**config.mk**
```make
export PLATFORM = sky130hd
export DESIGN_NAME = apb_regs
export DESIGN_NICKNAME = d
export VERILOG_FILES = /design/src/hdc_pkg.sv /design/src/apb_regs.sv
export SDC_FILE = /design/constraint.sdc
export NUM_CORES = 1
export LEC_CHECK = 0
export BUFFER_PORTS_ARGS = -buffer_cell sky130_fd_sc_hd__buf_4
export CORE_MARGIN = 5
export CORE_UTILIZATION = 50
export CTS_BUF_LIST = sky130_fd_sc_hd__clkbuf_4 sky130_fd_sc_hd__clkbuf_8
export DETAILED_ROUTE_END_ITERATION = 10
export GPL_ROUTABILITY_DRIVEN = 0
export PLACE_DENSITY = 0.85
export SYNTH_ARGS = -nofsm -noshare
export SYNTH_HDL_FRONTEND = slang
export SYNTH_SLANG_ARGS = --single-unit
```
**constraint.sdc**
```tcl
create_clock -name clk -period 8.1 [get_ports clk]
set_clock_uncertainty 0.1 [all_clocks]
set_input_delay 2.025 -clock clk [delete_from_list [all_inputs] [get_ports clk]]
set_output_delay 2.025 -clock clk [all_outputs]
set_load 0.01 [all_outputs]
```
**src/hdc_pkg.sv**
```systemverilog
`default_nettype none

package hdc_pkg;

    // hypervector geometry
    localparam int DIM      = 64;
    localparam int CORE_NUM = 4;

    // vote counters, signed two's complement
    localparam int CNT_W = 12;
    // symmetric limit, one short of the negative range end
    localparam logic signed [CNT_W-1:0] CNT_MAX = 2047;

    // readout stream
    localparam int STREAM_W = 32;
    localparam int BEATS    = DIM / STREAM_W;
    // beat index width, at least one bit
    localparam int BEAT_W   = (BEATS > 1) ? $clog2(BEATS) : 1;

    // rotate amount covers 0..DIM-1
    localparam int SHIFT_W      = 6;
    localparam int SAMPLE_CNT_W = 16;

    // apb bus
    localparam int APB_AW = 8;
    localparam int APB_DW = 32;

    // register map
    localparam logic [APB_AW-1:0] ADDR_CTRL   = 8'h00;
    localparam logic [APB_AW-1:0] ADDR_STATUS = 8'h04;
    localparam logic [APB_AW-1:0] ADDR_SHIFT  = 8'h08;
    localparam logic [APB_AW-1:0] ADDR_KEY0   = 8'h0c;
    localparam logic [APB_AW-1:0] ADDR_KEY1   = 8'h10;

    // ctrl fields, write-one pulses
    localparam int CTRL_START_BIT = 0;
    localparam int CTRL_CLEAR_BIT = 1;

    // status fields
    localparam int STATUS_BUSY_BIT = 0;
    localparam int STATUS_CNT_LSB  = 16;

endpackage

`default_nettype wire
```
**src/apb_regs.sv**
```systemverilog
`timescale 1ns/1ps
`default_nettype none

module apb_regs (
    input  logic                              clk,
    input  logic                              rst_n,
    input  logic                              psel,
    input  logic                              penable,
    input  logic                              pwrite,
    input  logic [hdc_pkg::APB_AW-1:0]        paddr,
    input  logic [hdc_pkg::APB_DW-1:0]        pwdata,
    input  logic [hdc_pkg::CORE_NUM-1:0]      store,
    input  logic                              busy,
    output logic [hdc_pkg::APB_DW-1:0]        prdata,
    output logic                              pready,
    output logic                              pslverr,
    output logic [hdc_pkg::SHIFT_W-1:0]       shift,
    output logic [hdc_pkg::DIM-1:0]           key,
    output logic                              start_pulse,
    output logic                              clear_pulse
);

    logic                              access;
    logic                              wr_en;
    logic                              addr_hit;
    logic [hdc_pkg::SAMPLE_CNT_W-1:0]  sample_cnt;
    // stores seen this cycle
    logic [hdc_pkg::SAMPLE_CNT_W-1:0]  store_cnt;
    logic [hdc_pkg::APB_DW-1:0]        status;

    // no wait states
    assign pready = 1'b1;

    // access phase completes on this edge
    assign access = psel && penable;
    assign wr_en  = access && pwrite;

    always_comb begin
        case (paddr)
            hdc_pkg::ADDR_CTRL,
            hdc_pkg::ADDR_STATUS,
            hdc_pkg::ADDR_SHIFT,
            hdc_pkg::ADDR_KEY0,
            hdc_pkg::ADDR_KEY1: addr_hit = 1'b1;
            default:            addr_hit = 1'b0;
        endcase
    end

    // error only in the access phase
    assign pslverr = access && !addr_hit;

    // shift and key
    always_ff @(posedge clk or negedge rst_n) begin
        if (!rst_n) begin
            shift <= '0;
            key   <= '0;
        end else if (wr_en) begin
            if (paddr == hdc_pkg::ADDR_SHIFT) begin
                shift <= pwdata[hdc_pkg::SHIFT_W-1:0];
            end
            if (paddr == hdc_pkg::ADDR_KEY0) begin
                key[31:0] <= pwdata;
            end
            if (paddr == hdc_pkg::ADDR_KEY1) begin
                key[63:32] <= pwdata;
            end
        end
    end

    // ctrl writes become one-cycle pulses
    always_ff @(posedge clk or negedge rst_n) begin
        if (!rst_n) begin
            start_pulse <= 1'b0;
            clear_pulse <= 1'b0;
        end else begin
            start_pulse <= wr_en && (paddr == hdc_pkg::ADDR_CTRL)
                           && pwdata[hdc_pkg::CTRL_START_BIT];
            clear_pulse <= wr_en && (paddr == hdc_pkg::ADDR_CTRL)
                           && pwdata[hdc_pkg::CTRL_CLEAR_BIT];
        end
    end

    // popcount of store
    always_comb begin
        store_cnt = '0;
        for (int c = 0; c < hdc_pkg::CORE_NUM; c++) begin
            if (store[c]) begin
                store_cnt = store_cnt + 1'b1;
            end
        end
    end

    // accepted samples, wraps, cleared together with the counters
    always_ff @(posedge clk or negedge rst_n) begin
        if (!rst_n) begin
            sample_cnt <= '0;
        end else if (clear_pulse) begin
            sample_cnt <= '0;
        end else begin
            sample_cnt <= sample_cnt + store_cnt;
        end
    end

    always_comb begin
        status = '0;
        status[hdc_pkg::STATUS_BUSY_BIT] = busy;
        status[hdc_pkg::STATUS_CNT_LSB +: hdc_pkg::SAMPLE_CNT_W] = sample_cnt;
    end

    // read mux, ctrl and holes read zero
    always_comb begin
        prdata = '0;
        case (paddr)
            hdc_pkg::ADDR_STATUS: prdata = status;
            hdc_pkg::ADDR_SHIFT:  prdata[hdc_pkg::SHIFT_W-1:0] = shift;
            hdc_pkg::ADDR_KEY0:   prdata = key[31:0];
            hdc_pkg::ADDR_KEY1:   prdata = key[63:32];
            default:              prdata = '0;
        endcase
    end

endmodule

`default_nettype wire

```
==> reports/metrics.cfg <==
[status]
status = completed

[clock_tree]
hold_buffers = 0
cts_root_buf = clkbuf_8
cts_tree = done
post_cts_resized = 0
path_clk_slew_ns = 0.08
clock_sinks = 88
cts_buffers = 9
cts_max_path_buffers = 2
htree_levels = 3
post_cts_buffers = 0
insertion_delay_ns = 0.35

[critical_path]
path_buf_inv = 3
end_kind = output pin
slowest_stage = nor4_4
crit_fanout = 18
slowest_delay_ns = 0.72
cp_common_cell = buf_4
crit_chain = buf_4, or4_4, nor4_4, buf_4, a22oi_1, nand2_1, buf_4
crit_type = in2out
critPathTopFamily = simple AND/OR/NAND/NOR gates
required_ns = 5.98
r2r_setup_slack_ns = 5.84
critPathLaunchType = primary input
crit_arrival_ns = 4.22

[floorplan]
initial_utilization = 0.518
ios = 156
core_area_sq_um = 8300
die_x_um = 103
die_h_um = 103
die-area_sq_um = 10600
core.rowCount = 33

[yosys]
yosys_warnings = 0
synth-seq-cells = 88
yosys.area.top_type = dfrtp_1
async_reset_ff_frac = 1.00
synth_enable_flop_cells = 0
synth_cell_types = 42
synth_area_leaders = dfrtp_1 51%, mux2_2 10%, mux2_1 8.9%
yosysSeqAreaShare = 0.512
synth_nets = 420
syn_avg_cell_area_sq_um = 11.9
ys.flop_type = dfrtp_1
synth_cells = 360
yosysTopAreaCellShare = 0.512
syn_area_sq_um = 4300

[pwr]
switchingPower_uw = 287
fin_total_pwr_mw = 1.01
clock_power_share = 0.324
p_seq_frac = 0.501
power_frac_comb = 0.176
internal-power_uw = 726
power_density_nw_per_um2 = 176
vdd_drop_max_uv = 102
sw_frac_of_total = 0.283
p_leak_nw = 3.17

[route]
vias = 3543
dr.pass1.iters = 6
antenna_left = 0
routed_via_density = 5.71
wirelength_um = 11600
initialDrtViolationCount = 193
drc = 0
post_drt_wl_per_cell_um = 18.7

[final_layout]
fin_nets = 571
area_delta_synth_final_pct = 33.7
n_antenna_cell = 0
drive_above_1_share = 0.428
design_area_sq_um = 5750

[grt]
overflow = 0
grt_usage = 0.224
grt_max_degree = 89
antenna_found_initial = 0
grt_pass1_wl_um = 18100
first_global_vias = 3683

[place]
post-dp-hpwl_um = 8710
port_buffers = 154
pre_cts_ws_ns = 1.78
placed_area_sq_um = 5530

[timing]
maxClockFrequency_ghz = 0.158
fin_setup_tns_ns = 0
hold_slack_ns = 0.419
worst_slack_ns = 1.76
slew_headroom = 0.293
final_hold_viol_count = 0
slew_viol_final = 0
rsz0062_at_grt = no
fin_crit_ns = 6.34
fin_crit_sh = 0.783
tightest_slew_ns = 1.06
setup_viol = 0

[run]
maxCapViolCount = 0

[min_path]
hold_class = reg2reg

[per-layer routing]
metal,wire length [um],global-route usage,vias to the layer above
met5,0,0,-
met4,222,0.0928,0
met2,6020,0.400,162
met1,4320,0.265,1770
li1,-,-,1594
met3,1030,0.0419,17
[cell families after synthesis]
kind of cell | share of synthesized area
buf+inv | 0.0405
simple gates | 0.105
fa+ha+maj | 0.0309
mux | 0.198
flops | 0.512
compound gates | 0.0928
xor+xnor | 0.0183
other cells | 0.00175
[final timing paths]
path                                  endpoint           from  cells past startpoint
worst max register to register  sample_cnt[12]  sample_cnt[0]                      7
worst min-delay path                   key[37]        key[37]                      1
min in group asynchronous               key[1]          rst_n                      1
max in group asynchronous       sample_cnt[15]          rst_n                      1
worst min register to register         key[37]        key[37]                      1
worst max-delay path                prdata[16]       paddr[5]                      7
[cell usage in the layout (no fill, tap or decap), types with 3 or more instances in the layout]
cell      Yosys  layout
nand2_1      33      33
a22oi_1      14      14
nor2_1       15      15
xor2_1        5       5
clkbuf_8      0       9
buf_4         3     158
a22o_1       11      11
a21oi_1       6       6
nand4_1       5       5
and2_1        3       3
nor2b_1       4       4
a222oi_1      7       7
o21ai_0       5       5
inv_1        18      18
nand3_1       5       5
xnor2_1       4       4
and3_1        5       5
ha_1          9       9
nand2b_1      5       5
mux2_1       34      34
dfrtp_1      88      88
a211oi_1      4       4
mux2_2       40      40
[through the flow]
stage               cells   util
global placement      605  0.666
global route          621  0.692
CTS                   621  0.692
floorplan             360      -
detailed placement    605  0.666
finish                621  0.692
[Yosys cell counts (6+ instances only)]
master / instances
dfrtp_1: 88
mux2_2: 40
mux2_1: 34
nand2_1: 33
inv_1: 18
nor2_1: 15
a22oi_1: 14
a22o_1: 11
ha_1: 9
a222oi_1: 7
clkbuf_1: 7
a21oi_1: 6
[area by class of cell]
class	count	area [sq um]
Clock buffer	9	124
Multi-Input combinational cell	236	1940
Inverter	18	67.6
Sequential cell	88	2200
Timing Repair Buffer	158	1190
Tap cell	105	131
Clock inverter	7	95.1
Fill cell	587	2550
[state kept, by name, summed over array words and instances, names as in the netlist]
name / cells
clear_pulse: 1
key: 64
sample_cnt: 16
shift: 6
start_pulse: 1
[worst reg2reg max path, stage by stage (launching register included)]
cell      delay, ns
dfrtp_1        0.38
ha_1           0.17
inv_1          0.05
fa_1           0.39
nand2b_1       0.23
a21oi_1        0.34
nand3_1        0.16
mux2_2         0.30
[power by group through the flow]
stage	logic (mW)	clock network [mW]	registers (mW)
2_1_floorplan	0.110	0	0.505
3_3_place_gp	0.168	0	0.513
3_5_place_dp	0.176	0	0.514
4_1_cts	0.177	0.334	0.506
5_1_grt	0.203	0.353	0.510
6_report	0.178	0.328	0.507
(Power assumes the default switching activity.)
