--- src/hdc_pkg.sv ---
`default_nettype none

package hdc_pkg;

    // hypervector geometry
    localparam int DIM      = 64;
    localparam int CORE_NUM = 4;

    // vote counters, signed two's complement
    localparam int CNT_W = 12;
    // symmetric limit, one short of the negative range end
    localparam logic signed [CNT_W-1:0] CNT_MAX = 2047;

    // readout stream
    localparam int STREAM_W = 32;
    localparam int BEATS    = DIM / STREAM_W;
    // beat index width, at least one bit
    localparam int BEAT_W   = (BEATS > 1) ? $clog2(BEATS) : 1;

    // rotate amount covers 0..DIM-1
    localparam int SHIFT_W      = 6;
    localparam int SAMPLE_CNT_W = 16;

    // apb bus
    localparam int APB_AW = 8;
    localparam int APB_DW = 32;

    // register map
    localparam logic [APB_AW-1:0] ADDR_CTRL   = 8'h00;
    localparam logic [APB_AW-1:0] ADDR_STATUS = 8'h04;
    localparam logic [APB_AW-1:0] ADDR_SHIFT  = 8'h08;
    localparam logic [APB_AW-1:0] ADDR_KEY0   = 8'h0c;
    localparam logic [APB_AW-1:0] ADDR_KEY1   = 8'h10;

    // ctrl fields, write-one pulses
    localparam int CTRL_START_BIT = 0;
    localparam int CTRL_CLEAR_BIT = 1;

    // status fields
    localparam int STATUS_BUSY_BIT = 0;
    localparam int STATUS_CNT_LSB  = 16;

endpackage

`default_nettype wire
--- src/bind_core.sv ---
`timescale 1ns/1ps
`default_nettype none

module bind_core (
    input  logic                          clk,
    input  logic                          rst_n,
    input  logic                          item_v,
    input  logic [hdc_pkg::DIM-1:0]       item_hv,
    input  logic [hdc_pkg::SHIFT_W-1:0]   shift,
    input  logic [hdc_pkg::DIM-1:0]       key,
    output logic                          store,
    output logic [hdc_pkg::DIM-1:0]       bound_hv
);

    // item placed twice so a plain shift yields the rotation
    logic [2*hdc_pkg::DIM-1:0] doubled;
    logic [hdc_pkg::DIM-1:0]   rotated;

    // bit i lands at (i+shift) mod DIM in the upper half
    always_comb begin
        doubled = {item_hv, item_hv} << shift;
        rotated = doubled[2*hdc_pkg::DIM-1:hdc_pkg::DIM];
    end

    // one store pulse per accepted item
    always_ff @(posedge clk or negedge rst_n) begin
        if (!rst_n) begin
            store <= 1'b0;
        end else begin
            store <= item_v;
        end
    end

    // bound vector, payload only
    always_ff @(posedge clk) begin
        if (item_v) begin
            // permute then bind with the key
            bound_hv <= rotated ^ key;
        end
    end

endmodule

`default_nettype wire

--- config.mk ---
export PLATFORM = sky130hd
export DESIGN_NAME = bind_core
export DESIGN_NICKNAME = d
export VERILOG_FILES = /design/src/hdc_pkg.sv /design/src/bind_core.sv
export SDC_FILE = /design/constraint.sdc
export NUM_CORES = 1
export LEC_CHECK = 0
export ABC_AREA = 1
export BUFFER_PORTS_ARGS = -buffer_cell sky130_fd_sc_hd__buf_2
export CORE_ASPECT_RATIO = 1.1
export CORE_MARGIN = 4
export CORE_UTILIZATION = 55
export CTS_CLUSTER_DIAMETER = 50
export DETAILED_ROUTE_END_ITERATION = 12
export GPL_TIMING_DRIVEN = 1
export PLACE_DENSITY_LB_ADDON = 0.2
export SLEW_MARGIN = 25
export SYNTH_ARGS = -nofsm -noshare
export SYNTH_HDL_FRONTEND = slang
export SYNTH_SLANG_ARGS = --single-unit
--- constraint.sdc ---
create_clock -name clk -period 0.8 [get_ports clk]
set_input_delay 0.16 -clock clk [delete_from_list [all_inputs] [get_ports clk]]
set_output_delay 0.16 -clock clk [all_outputs]
set_load 0.02 [all_outputs]
==> flow_summary.ini, run 1 <==
[synthesis]
syn_inst = 1237
ys_seq_elements = 65
avgSynthCellArea_sq_um = 6.01
yosysSeqAreaShare_pct = 26.2
syn_nets = 1374
ys_warn_count = 0
synth_area_sq_um = 7430
synth_cell_types = 15

[sta]
grt-worst-endpoint = bound_hv[44]$_DFFE_PP_/D
endpoint_type = register input

[place]
dp_cells = 1566
hpwl_mm = 25.2
io_buffers = 201
gp_congestion = 1.21

[floorplanning]
rows = 44
fp.dieH_um = 130
io_pins = 202
die_x_um = 119
start_util_pct = 56.2

[outcome]
status = did not finish
lastStage = 5_1_grt
error = [ERROR GRT-0232] Routing congestion too high. Check the congestion heatmap in the GUI.

[global_route]
grt_max_degree = 65
grt-ovfl-total = 834
grt_usage_pct = 92.2

[cts]
cts_sinks = 65
clockRootBuffer = clkbuf_16
cts_max_level = 3
clockBufferDepth = 2
post_cts_buffers = 0
numCtsBuffers = 9
==> metal layers <==
metal,track usage [%],overflow
met2,119,627
met3,71.6,10
met5,29.1,1
met4,105,190
met1,83.4,6
==> cell usage after synthesis (all sizes together) <==
cell	count	area (sq um)
nand3	704	3520
nand2	320	1200
inv	70	263
edfxtp	64	1920
buf	48	258
clkbuf	26	200
dlygate4sd1	3	26.3
dfrtp	1	25.0
dlymetal6s2s	1	12.5
==> logic make-up after synthesis <==
family / Yosys count / synth area share [%]
buf+inv: 148 / 10.2
simple gates: 1024 / 63.6
flops: 65 / 26.2
==> what timing repair did <==
action	4_1_cts
gates resized for setup	326
setup endpoints to repair	129
hold buffers	1
pin swaps	29
hold endpoints to repair	1
gates cloned	8
==> through the flow <==
stage / instance area (sq um) / hold slack, ps / setup WS, ps / utilization (%) / TNS, ps
after CTS: 10900 / 86.0 / -560 / 82.8 / -45230
after detailed placement: 8790 / -61.3 / -1100 / 66.5 / -68690
after global placement: 8790 / -64.6 / -1030 / 66.5 / -66780
after floorplan: 7480 / -136 / -541 / - / -34390
==> inputs of run 2 (changes only) <==
--- a/config.mk
+++ b/config.mk
@@ -7,13 +7,11 @@
 export LEC_CHECK = 0
 export ABC_AREA = 1
 export BUFFER_PORTS_ARGS = -buffer_cell sky130_fd_sc_hd__buf_2
-export CORE_ASPECT_RATIO = 1.1
 export CORE_MARGIN = 4
-export CORE_UTILIZATION = 55
-export CTS_CLUSTER_DIAMETER = 50
+export CORE_UTILIZATION = 40
 export DETAILED_ROUTE_END_ITERATION = 12
 export GPL_TIMING_DRIVEN = 1
-export PLACE_DENSITY_LB_ADDON = 0.2
+export PLACE_DENSITY_LB_ADDON = 0.15
 export SLEW_MARGIN = 25
 export SYNTH_ARGS = -nofsm -noshare
 export SYNTH_HDL_FRONTEND = slang
==> run 2 against run 1 <==
Against the previous run: the flow now finishes, with violations (negative setup slack); synthesized cell count unchanged; synthesized area unchanged.
==> flow_summary.ini, run 2 <==
[outcome]
status = finished, violations left
violations = negative setup slack

[power]
p_int_uw = 10900
swShare_pct = 41.2
powerDensity_nw_per_um2 = 1320
clkPwrFrac_pct = 26.0
sequentialPowerShare_pct = 24.0
vdd_drop_max_mv = 1.07
comb_power_share_pct = 50.1
p_sw_uw = 7650
power_leakage_uw = 0.00643

[global_route]
grt-ovfl-total = 0
grt_pass1_vias = 9328
antenna_found_initial = 0
met2_usage_pct = 52.0
grt_max_degree = 65
grt_pass1_wl_mm = 52.4
grt_util_met1_pct = 43.2
top_usage_layer = met2
grt_usage_pct = 32.8
gr-usage-met3_pct = 6.05

[place]
gp_congestion = 1.03
hpwl_mm = 26.7
dp_cells = 1664
place_area_sq_um = 9210
io_buffers = 201

[sta]
tightest_slew_ps = 415
fmax_mhz = 715
setup_viol = 129
drv_slew = 0
slew_headroom_pct = 72.3
period_minus_slack_ps = 1400
fin_crit_sh_pct = 175
rsz0062_at_grt = true
setup_ws_ps = -599
hold_violations = 0
setup-tns-final_ps = -50990

[synthesis]
syn_inst = 1237
synth.top_cells.by_area = nand3_1 47%, edfxtp_1 26%, nand2_1 16%
yosysMostFrequentCell = nand3_1
ys.flop_type = edfxtp_1
yosysSeqAreaShare_pct = 26.2
ys_seq_elements = 65
ys_warn_count = 0
synth_cell_types = 15
async_reset_ff_share_pct = 1.54
syn_nets = 1374
synth_top_area_cell = nand3_1
yosys-top-cells-count = 704 x nand3_1, 320 x nand2_1, 64 x edfxtp_1, 64 x inv_1, 35 x buf_2
synth_top_area_share_pct = 47.4
synth_area_sq_um = 7430
synth_edf_count = 64
avgSynthCellArea_sq_um = 6.01

[floorplanning]
rows = 49
die_area_sq_um = 20800
io_pins = 202
fp.dieH_um = 144
die_x_um = 144
coreArea_sq_um = 18100
start_util_pct = 40.9

[worst_setup_path]
cpPeakStageDelay_ps = 150
cp_max_fo = 11
cp.required_ps = 900
path_class = primary input to flop
crit_path_end_kind = flop
crit_arrival_ps = 1500
startpoint_type = primary input
crit_path_top_delay_cell = buf_12
worstPathCellList = buf_12 -> buf_12 -> buf_12 -> nand2_1 -> nand3_2 -> nand3_4 -> nand3_2 -> nand3_1 -> nand3_1 -> nand3_1 -> nand2_1

[routing]
viasPerCell = 6.18
drtIter0Drc = 1121
vias = 10523
antenna_left = 0
drc_errors = 0
wirelength_mm = 38.5
dr.pass1.iters = 5
wire_per_inst_um = 22.6

[cells_and_area]
fillers = 1295
final_util_pct = 77.6
fin_area_sq_um = 14100
antenna_cells = 0
top_register = bound_hv
multi_input_area_sq_um = 8460
top_regs = bound_hv x64, store x1
final_layout_size_suffix_gt1_share_pct = 59.1
seqCellArea_sq_um = 1950
fin_cells = 1702
mostFrequentLayoutCell = nand3_2
final_cell_mix = 366 x nand3_2, 273 x nand2_1, 198 x nand3_1, 150 x buf_2, 140 x nand3_4
final_net_count = 1605
largest_reg_flops = 64
layout-area-overhead-vs-synth_pct = 89.4

[worst_hold_path]
hold_path_depth = 3
holdCritPathClass = primary input to flop

[job]
drv_cap = 0

[cts]
path_clk_slew_ps = 70
clockRootBuffer = clkbuf_16
cts_tree = built
clockBufferDepth = 2
numCtsBuffers = 9
cts_sinks = 65
cts_max_level = 3
run 2: cell counts after synthesis:
Identical to the previous run, type by type.
run 2: area by class of cell:
| type | instances | share of cell area (%) |
|---|---|---|
| multi-input combinational | 1024 | 60.1 |
| sequential | 65 | 13.8 |
| timing repair buffer | 298 | 19.5 |
| clock buffer | 10 | 1.63 |
| clock inverter | 6 | 0.818 |
| tap | 229 | 2.04 |
| inverter | 70 | 2.06 |
run 2: timing repair:
action                                 CTS  global route
cloned                                   4             9
setup buffers                            1             7
resized for setup                      396           435
endpoints found under the hold margin    1             0
hold buffers                             1             0
pin swaps                               53            57
setup endpoints to repair              129           129
run 2: cell families after synthesis:
group	Yosys count	synth area share, %
and+or+nand+nor	1024	63.6
buffers and inverters	148	10.2
DFF	65	26.2
run 2: worst paths after layout:
| kind | start | to | slack [ps] |
|---|---|---|---|
| max in group asynchronous | rst_n | store | 610 |
| worst min-delay path | key[21] | bound_hv[21] | 80 |
| min in group asynchronous | rst_n | store | 110 |
| worst max-delay path | shift[0] | bound_hv[8] | -600 |
run 2: per-stage QoR:
step	power [uW]	hold slack, ps	setup WS [ps]
2_1_floorplan	8270	-136	-541
4_1_cts	16600	80.5	-531
6_report	18600	80.6	-599
3_5_place_dp	10600	-65.0	-1110
3_3_place_gp	10600	-65.2	-1100
5_1_grt	19400	79.6	-674
run 2: critical path: cells and delay by family:
kind | cells | cell delay [ps]
buf+inv | 3 | 420
simple gates | 8 | 900
run 2: power by group through the flow:
stage,Combinational (uW),Clock [uW],Sequential [uW]
after floorplan,3260,0,5010
after global placement,6130,0,4440
after detailed placement,6160,0,4440
after CTS,7390,4840,4380
after global routing,9870,4990,4500
final,9290,4820,4450
run 2: layer usage:
metal	routed length, um	vias to the layer above
met5	0	-
met4	2550	0
met3	3540	140
met2	17900	586
met1	14600	4968
li1	-	4829
No activity file was read; power rests on OpenSTA's default activity.
==> inputs of run 3 (changes only) <==
--- a/config.mk
+++ b/config.mk
@@ -12,6 +12,7 @@
 export DETAILED_ROUTE_END_ITERATION = 12
 export GPL_TIMING_DRIVEN = 1
 export PLACE_DENSITY_LB_ADDON = 0.15
+export RECOVER_POWER = 100
 export SLEW_MARGIN = 25
 export SYNTH_ARGS = -nofsm -noshare
 export SYNTH_HDL_FRONTEND = slang
==> run 3 against run 2 <==
Against the previous run: the flow still finishes with violations (negative setup slack); largest power group unchanged; worst setup slack better by 3.5 ps; sequential share of layout area hardly changed; core utilization is 0.15 points lower; critical path type unchanged; cell area is 0.20% lower; sequential power hardly changed; fmax is 0.25% higher.
==> flow_summary.ini, run 3 (synthesis gave the netlist of run 2 again) <==
[outcome]
status = finished, violations left
violations = negative setup slack

[sta]
fin_crit_sh_pct = 174
fmax_mhz = 717
hold_violations = 0
setup_ws_ps = -595
tightest_slew_ps = 588
rsz0062_at_grt = true
setup_viol = 129
slew_headroom_pct = 60.8
drv_slew = 0
period_minus_slack_ps = 1400

[worst_setup_path]
path_class = primary input to flop
crit_path_top_delay_cell = nand3_2
cpPeakStageDelay_ps = 150
worstPathCellList = buf_12 -> inv_12 -> buf_12 -> buf_12 -> nand2_1 -> nand3_2 -> nand3_4 -> nand3_4 -> nand3_2 -> nand3_2 -> nand3_1 -> nand2_1
startpoint_type = primary input
crit_arrival_ps = 1500
critPathBufInv = 4
crit_path_end_kind = flop
cp.required_ps = 910
cp_max_fo = 6
cp_top_family = simple AND/OR/NAND/NOR gates

[place]
dp_cells = 1664
gp_congestion = 1.03
hpwl_mm = 26.7
io_buffers = 201
place_area_sq_um = 9210

[floorplanning]
fp.dieH_um = 144
coreArea_sq_um = 18100
die_area_sq_um = 20800
rows = 49
io_pins = 202
die_x_um = 144
start_util_pct = 40.9

[cts]
cts_sinks = 65
cts_tree = built
cts_max_level = 3
clockBufferDepth = 2
numCtsBuffers = 9
path_clk_slew_ps = 70
clockRootBuffer = clkbuf_16

[job]
drv_cap = 0

[global_route]
grt_pass1_wl_mm = 52.4
antenna_found_initial = 0
grt-ovfl-total = 0
grt_pass1_vias = 9328
grt_usage_pct = 32.8
grt_max_degree = 65

[routing]
wire_per_inst_um = 22.7
dr.pass1.iters = 6
viasPerCell = 6.20
vias = 10557
drc_errors = 0
wirelength_mm = 38.6
drtIter0Drc = 1081
antenna_left = 0

[cells_and_area]
mostFrequentLayoutCell = nand3_2
largest_reg_flops = 64
final_cell_mix = 366 x nand3_2, 273 x nand2_1, 198 x nand3_1, 150 x buf_2, 140 x nand3_4
antenna_cells = 0
final_layout_size_suffix_gt1_share_pct = 59.1
top_register = bound_hv
top_regs = bound_hv x64, store x1
fin_area_sq_um = 14000
final_net_count = 1605
layout-area-overhead-vs-synth_pct = 89.0
fin_cells = 1702

[worst_hold_path]
holdCritPathClass = primary input to flop

[power]
power_leakage_uw = 0.00642
powerDensity_nw_per_um2 = 1320
vdd_drop_max_mv = 1.07
run 3: path summary, 6_finish.rpt:
path / from / slack [ps] / endpoint / cells after the start
min in group asynchronous: rst_n / 110 / store / 2
worst min-delay path: key[21] / 80 / bound_hv[21] / 3
max in group asynchronous: rst_n / 610 / store / 2
worst max-delay path: shift[0] / -600 / bound_hv[35] / 12
run 3: routing by layer:
layer,vias up,share of wire (%),GRT usage [%]
met2,596,46,52.0
met5,-,0,0
met1,4975,38,43.2
met3,148,9.1,6.05
li1,4838,-,-
met4,0,6.5,15.7
run 3: what timing repair did:
item / in CTS / in global routing
cloned: 4 / 9
setup buffers: 1 / 7
hold buffers: 1 / 0
hold endpoints to repair: 1 / 0
gates resized for setup: 396 / 435
pin swaps: 53 / 57
endpoints found under the setup margin: 129 / 129
run 3: final cells by class:
type	instances	area (sq um)
repair buffers	298	2720
flip-flops and latches	65	1950
well taps	229	287
multi-input cells	1024	8460
inverters	70	290
clock buffers	10	229
fillers	1298	4100
clock inverters	6	115
run 3: through the flow:
step                      util [%]  setup slack [ps]  TNS [ps]  hold WS [ps]  power, uW
after floorplan                  -              -541    -34390          -136       8270
after global placement        50.8             -1100    -69100         -65.2      10600
after detailed placement      50.8             -1110    -70420         -65.0      10600
after CTS                     64.5              -531    -48300          80.5      16600
after global routing          77.4              -674    -57250          79.6      19300
final                         77.4              -595    -50710          81.5      18600
run 3: where the power goes:
| group | switching (uW) | leakage [uW] | internal [uW] | total, uW |
|---|---|---|---|---|
| Sequential | 165 | 0.000636 | 4290 | 4460 |
| Combinational | 5730 | 0.00562 | 3550 | 9270 |
| Clock | 1770 | 0.000163 | 3070 | 4840 |
| Total | 7660 | 0.00642 | 10900 | 18600 |
==> inputs of run 4 (changes only) <==
--- a/config.mk
+++ b/config.mk
@@ -5,7 +5,6 @@
 export SDC_FILE = /design/constraint.sdc
 export NUM_CORES = 1
 export LEC_CHECK = 0
-export ABC_AREA = 1
 export BUFFER_PORTS_ARGS = -buffer_cell sky130_fd_sc_hd__buf_2
 export CORE_MARGIN = 4
 export CORE_UTILIZATION = 40
@@ -13,6 +12,7 @@
 export GPL_TIMING_DRIVEN = 1
 export PLACE_DENSITY_LB_ADDON = 0.15
 export RECOVER_POWER = 100
+export REMOVE_ABC_BUFFERS = 1
 export SLEW_MARGIN = 25
 export SYNTH_ARGS = -nofsm -noshare
 export SYNTH_HDL_FRONTEND = slang
==> run 4 against run 3 <==
Against the previous run: the flow still finishes with violations (negative setup slack); sequential power grew 8.1%; fmax shrank 35%; total power shrank 12%; cell area shrank 34%; largest cell class unchanged; highest routed layer unchanged.
==> flow_summary.ini, run 4 <==
[power]
p_sw_uw = 5210
vdd_drop_max_mv = 0.999
swShare_pct = 31.9
power_leakage_uw = 0.00350
p_int_uw = 11100
powerDensity_nw_per_um2 = 1750
comb_power_share_pct = 45.3
clkPwrFrac_pct = 25.2
sequentialPowerShare_pct = 29.5

[cts]
cts_sinks = 65
cts_tree = built
clockRootBuffer = clkbuf_16
numCtsBuffers = 9
clockBufferDepth = 2
path_clk_slew_ps = 60
cts_max_level = 3

[synthesis]
synth_top_area_cell = mux4_2
synth_top_area_share_pct = 59.5
synth.top_cells.by_area = mux4_2 60%, edfxtp_1 27%, xor2_1 7.9%
ys_seq_elements = 65
avgSynthCellArea_sq_um = 19.6
syn_inst = 363
async_reset_ff_share_pct = 1.54
synth_cell_types = 10
yosys-top-cells-count = 188 x mux4_2, 64 x edfxtp_1, 64 x xor2_1
synth_area_sq_um = 7110
ys.flop_type = edfxtp_1
synth_edf_count = 64
yosysSeqAreaShare_pct = 27.4
yosysMostFrequentCell = mux4_2
ys_warn_count = 0

[floorplanning]
fp.dieH_um = 141
die_area_sq_um = 20000
start_util_pct = 41.0
io_pins = 202
rows = 48
coreArea_sq_um = 17400
die_x_um = 141

[outcome]
status = finished, violations left
violations = negative setup slack

[sta]
fin_crit_sh_pct = 270
rsz0062_at_grt = true
setup_ws_ps = -1360
hold_violations = 0
tightest_slew_ps = 595
drv_slew = 0
fmax_mhz = 463
slew_headroom_pct = 60.3
holdWs_ps = 120
setup_viol = 162
period_minus_slack_ps = 2160

[cells_and_area]
top_regs = bound_hv x64, store x1
layout-area-overhead-vs-synth_pct = 31.0
final_net_count = 724
top_register = bound_hv
final_util_pct = 53.7
mostFrequentLayoutCell = mux4_2
final_layout_size_suffix_gt1_share_pct = 77.2
final_cell_mix = 192 x mux4_2, 163 x buf_2, 64 x xor2_1, 64 x edfxtp_1, 36 x buf_4
largest_reg_flops = 64

[place]
io_buffers = 201
dp_slack_ps = -1890
gp_congestion = 0.996
hpwl_mm = 17.9

[worst_setup_path]
crit_path_end_kind = flop
crit_arrival_ps = 2250
cp_max_fo = 6
path_class = primary input to flop
cp.required_ps = 890
startpoint_type = primary input

[routing]
dr.pass1.iters = 5
wire_per_inst_um = 27.2
antenna_left = 0
wirelength_mm = 22.2
viasPerCell = 6.49
drc_errors = 0
drtIter0Drc = 511
vias = 5307

[global_route]
grt-ovfl-total = 0
grt_pass1_wl_mm = 33.9
grt_pass1_vias = 5569
grt_usage_pct = 22.8
grt_max_degree = 45
antenna_found_initial = 2

[job]
drv_cap = 0

[worst_hold_path]
holdCritPathClass = primary input to flop
[run 4: changes by cell type in the layout (fill, tap and decap cells not counted), moves of 64 or more]
cell,before,now
inv_1,64,0
nand3_1,198,0
nand3_2,366,0
mux4_2,0,192
nand2_1,273,0
nand3_4,140,0
xor2_1,0,64
[run 4: path summary, 6_finish.rpt]
kind	start	to	slack [ps]	cells after the start
max in group asynchronous	rst_n	store	590	2
min in group asynchronous	rst_n	store	130	2
min	key[59]	bound_hv[59]	120	2
max	shift[0]	bound_hv[50]	-1360	6
[run 4: timing repair]
| action | 4_1_cts | 5_1_grt |
|---|---|---|
| hold buffers | 1 | 0 |
| gates resized for setup | 46 | 40 |
| setup buffers | 1 | 0 |
| endpoints found under the hold margin | 1 | 0 |
| setup endpoints to repair | 129 | 129 |
| cloned | 5 | 0 |
[run 4: critical path, cell delays in order]
cell	delay (ps)
buf_16	130
buf_8	130
mux4_2	580
mux4_2	570
mux4_2	510
xor2_1	160
[run 4: routing by layer]
| layer | track usage [%] | share of wire (%) | vias to the layer above | wire, um |
|---|---|---|---|---|
| met5 | 0 | 0 | - | 0 |
| met4 | 6.83 | 2.3 | 0 | 517 |
| met3 | 6.03 | 11 | 34 | 2400 |
| met2 | 33.8 | 46 | 360 | 10300 |
| met1 | 33.4 | 41 | 2763 | 9040 |
| li1 | - | - | 2150 | - |
[run 4: layout make-up]
class	instances	area, sq um
diodes	2	5.00
clock buffers	10	229
clock inverters	5	71.3
fillers	1432	8040
multi-input cells	256	4880
flip-flops and latches	65	1950
well taps	225	282
repair buffers	255	1900
[run 4: metrics by stage]
| stage | cell area (sq um) | setup TNS (ps) | std cells | power, uW |
|---|---|---|---|---|
| 2_1_floorplan | 6850 | -81390 | 321 | 9040 |
| 3_3_place_gp | 8640 | -120020 | 794 | 11600 |
| 3_5_place_dp | 8640 | -121740 | 794 | 11700 |
| 4_1_cts | 9210 | -98800 | 816 | 16200 |
| 5_1_grt | 9320 | -106220 | 818 | 17100 |
| 6_report | 9320 | -99700 | 818 | 16300 |
[run 4: cell families (layout without fill, tap and decap cells)]
| family | count (synthesis) | count (layout) | share of synthesized area [%] |
|---|---|---|---|
| buffers and inverters | 42 | 270 | 3.75 |
| multiplexers | 192 | 192 | 61.0 |
| XOR/XNOR | 64 | 64 | 7.88 |
| other | 0 | 2 | 0 |
| flip-flops | 65 | 65 | 27.4 |
[run 4: power groups by stage]
stage / Clock (uW) / Sequential [uW] / Combinational (uW)
after floorplan: 0 / 5650 / 3390
after global placement: 0 / 4790 / 6840
after detailed placement: 0 / 4810 / 6940
after CTS: 4200 / 4780 / 7220
after global routing: 4370 / 4890 / 7830
final: 4110 / 4820 / 7400
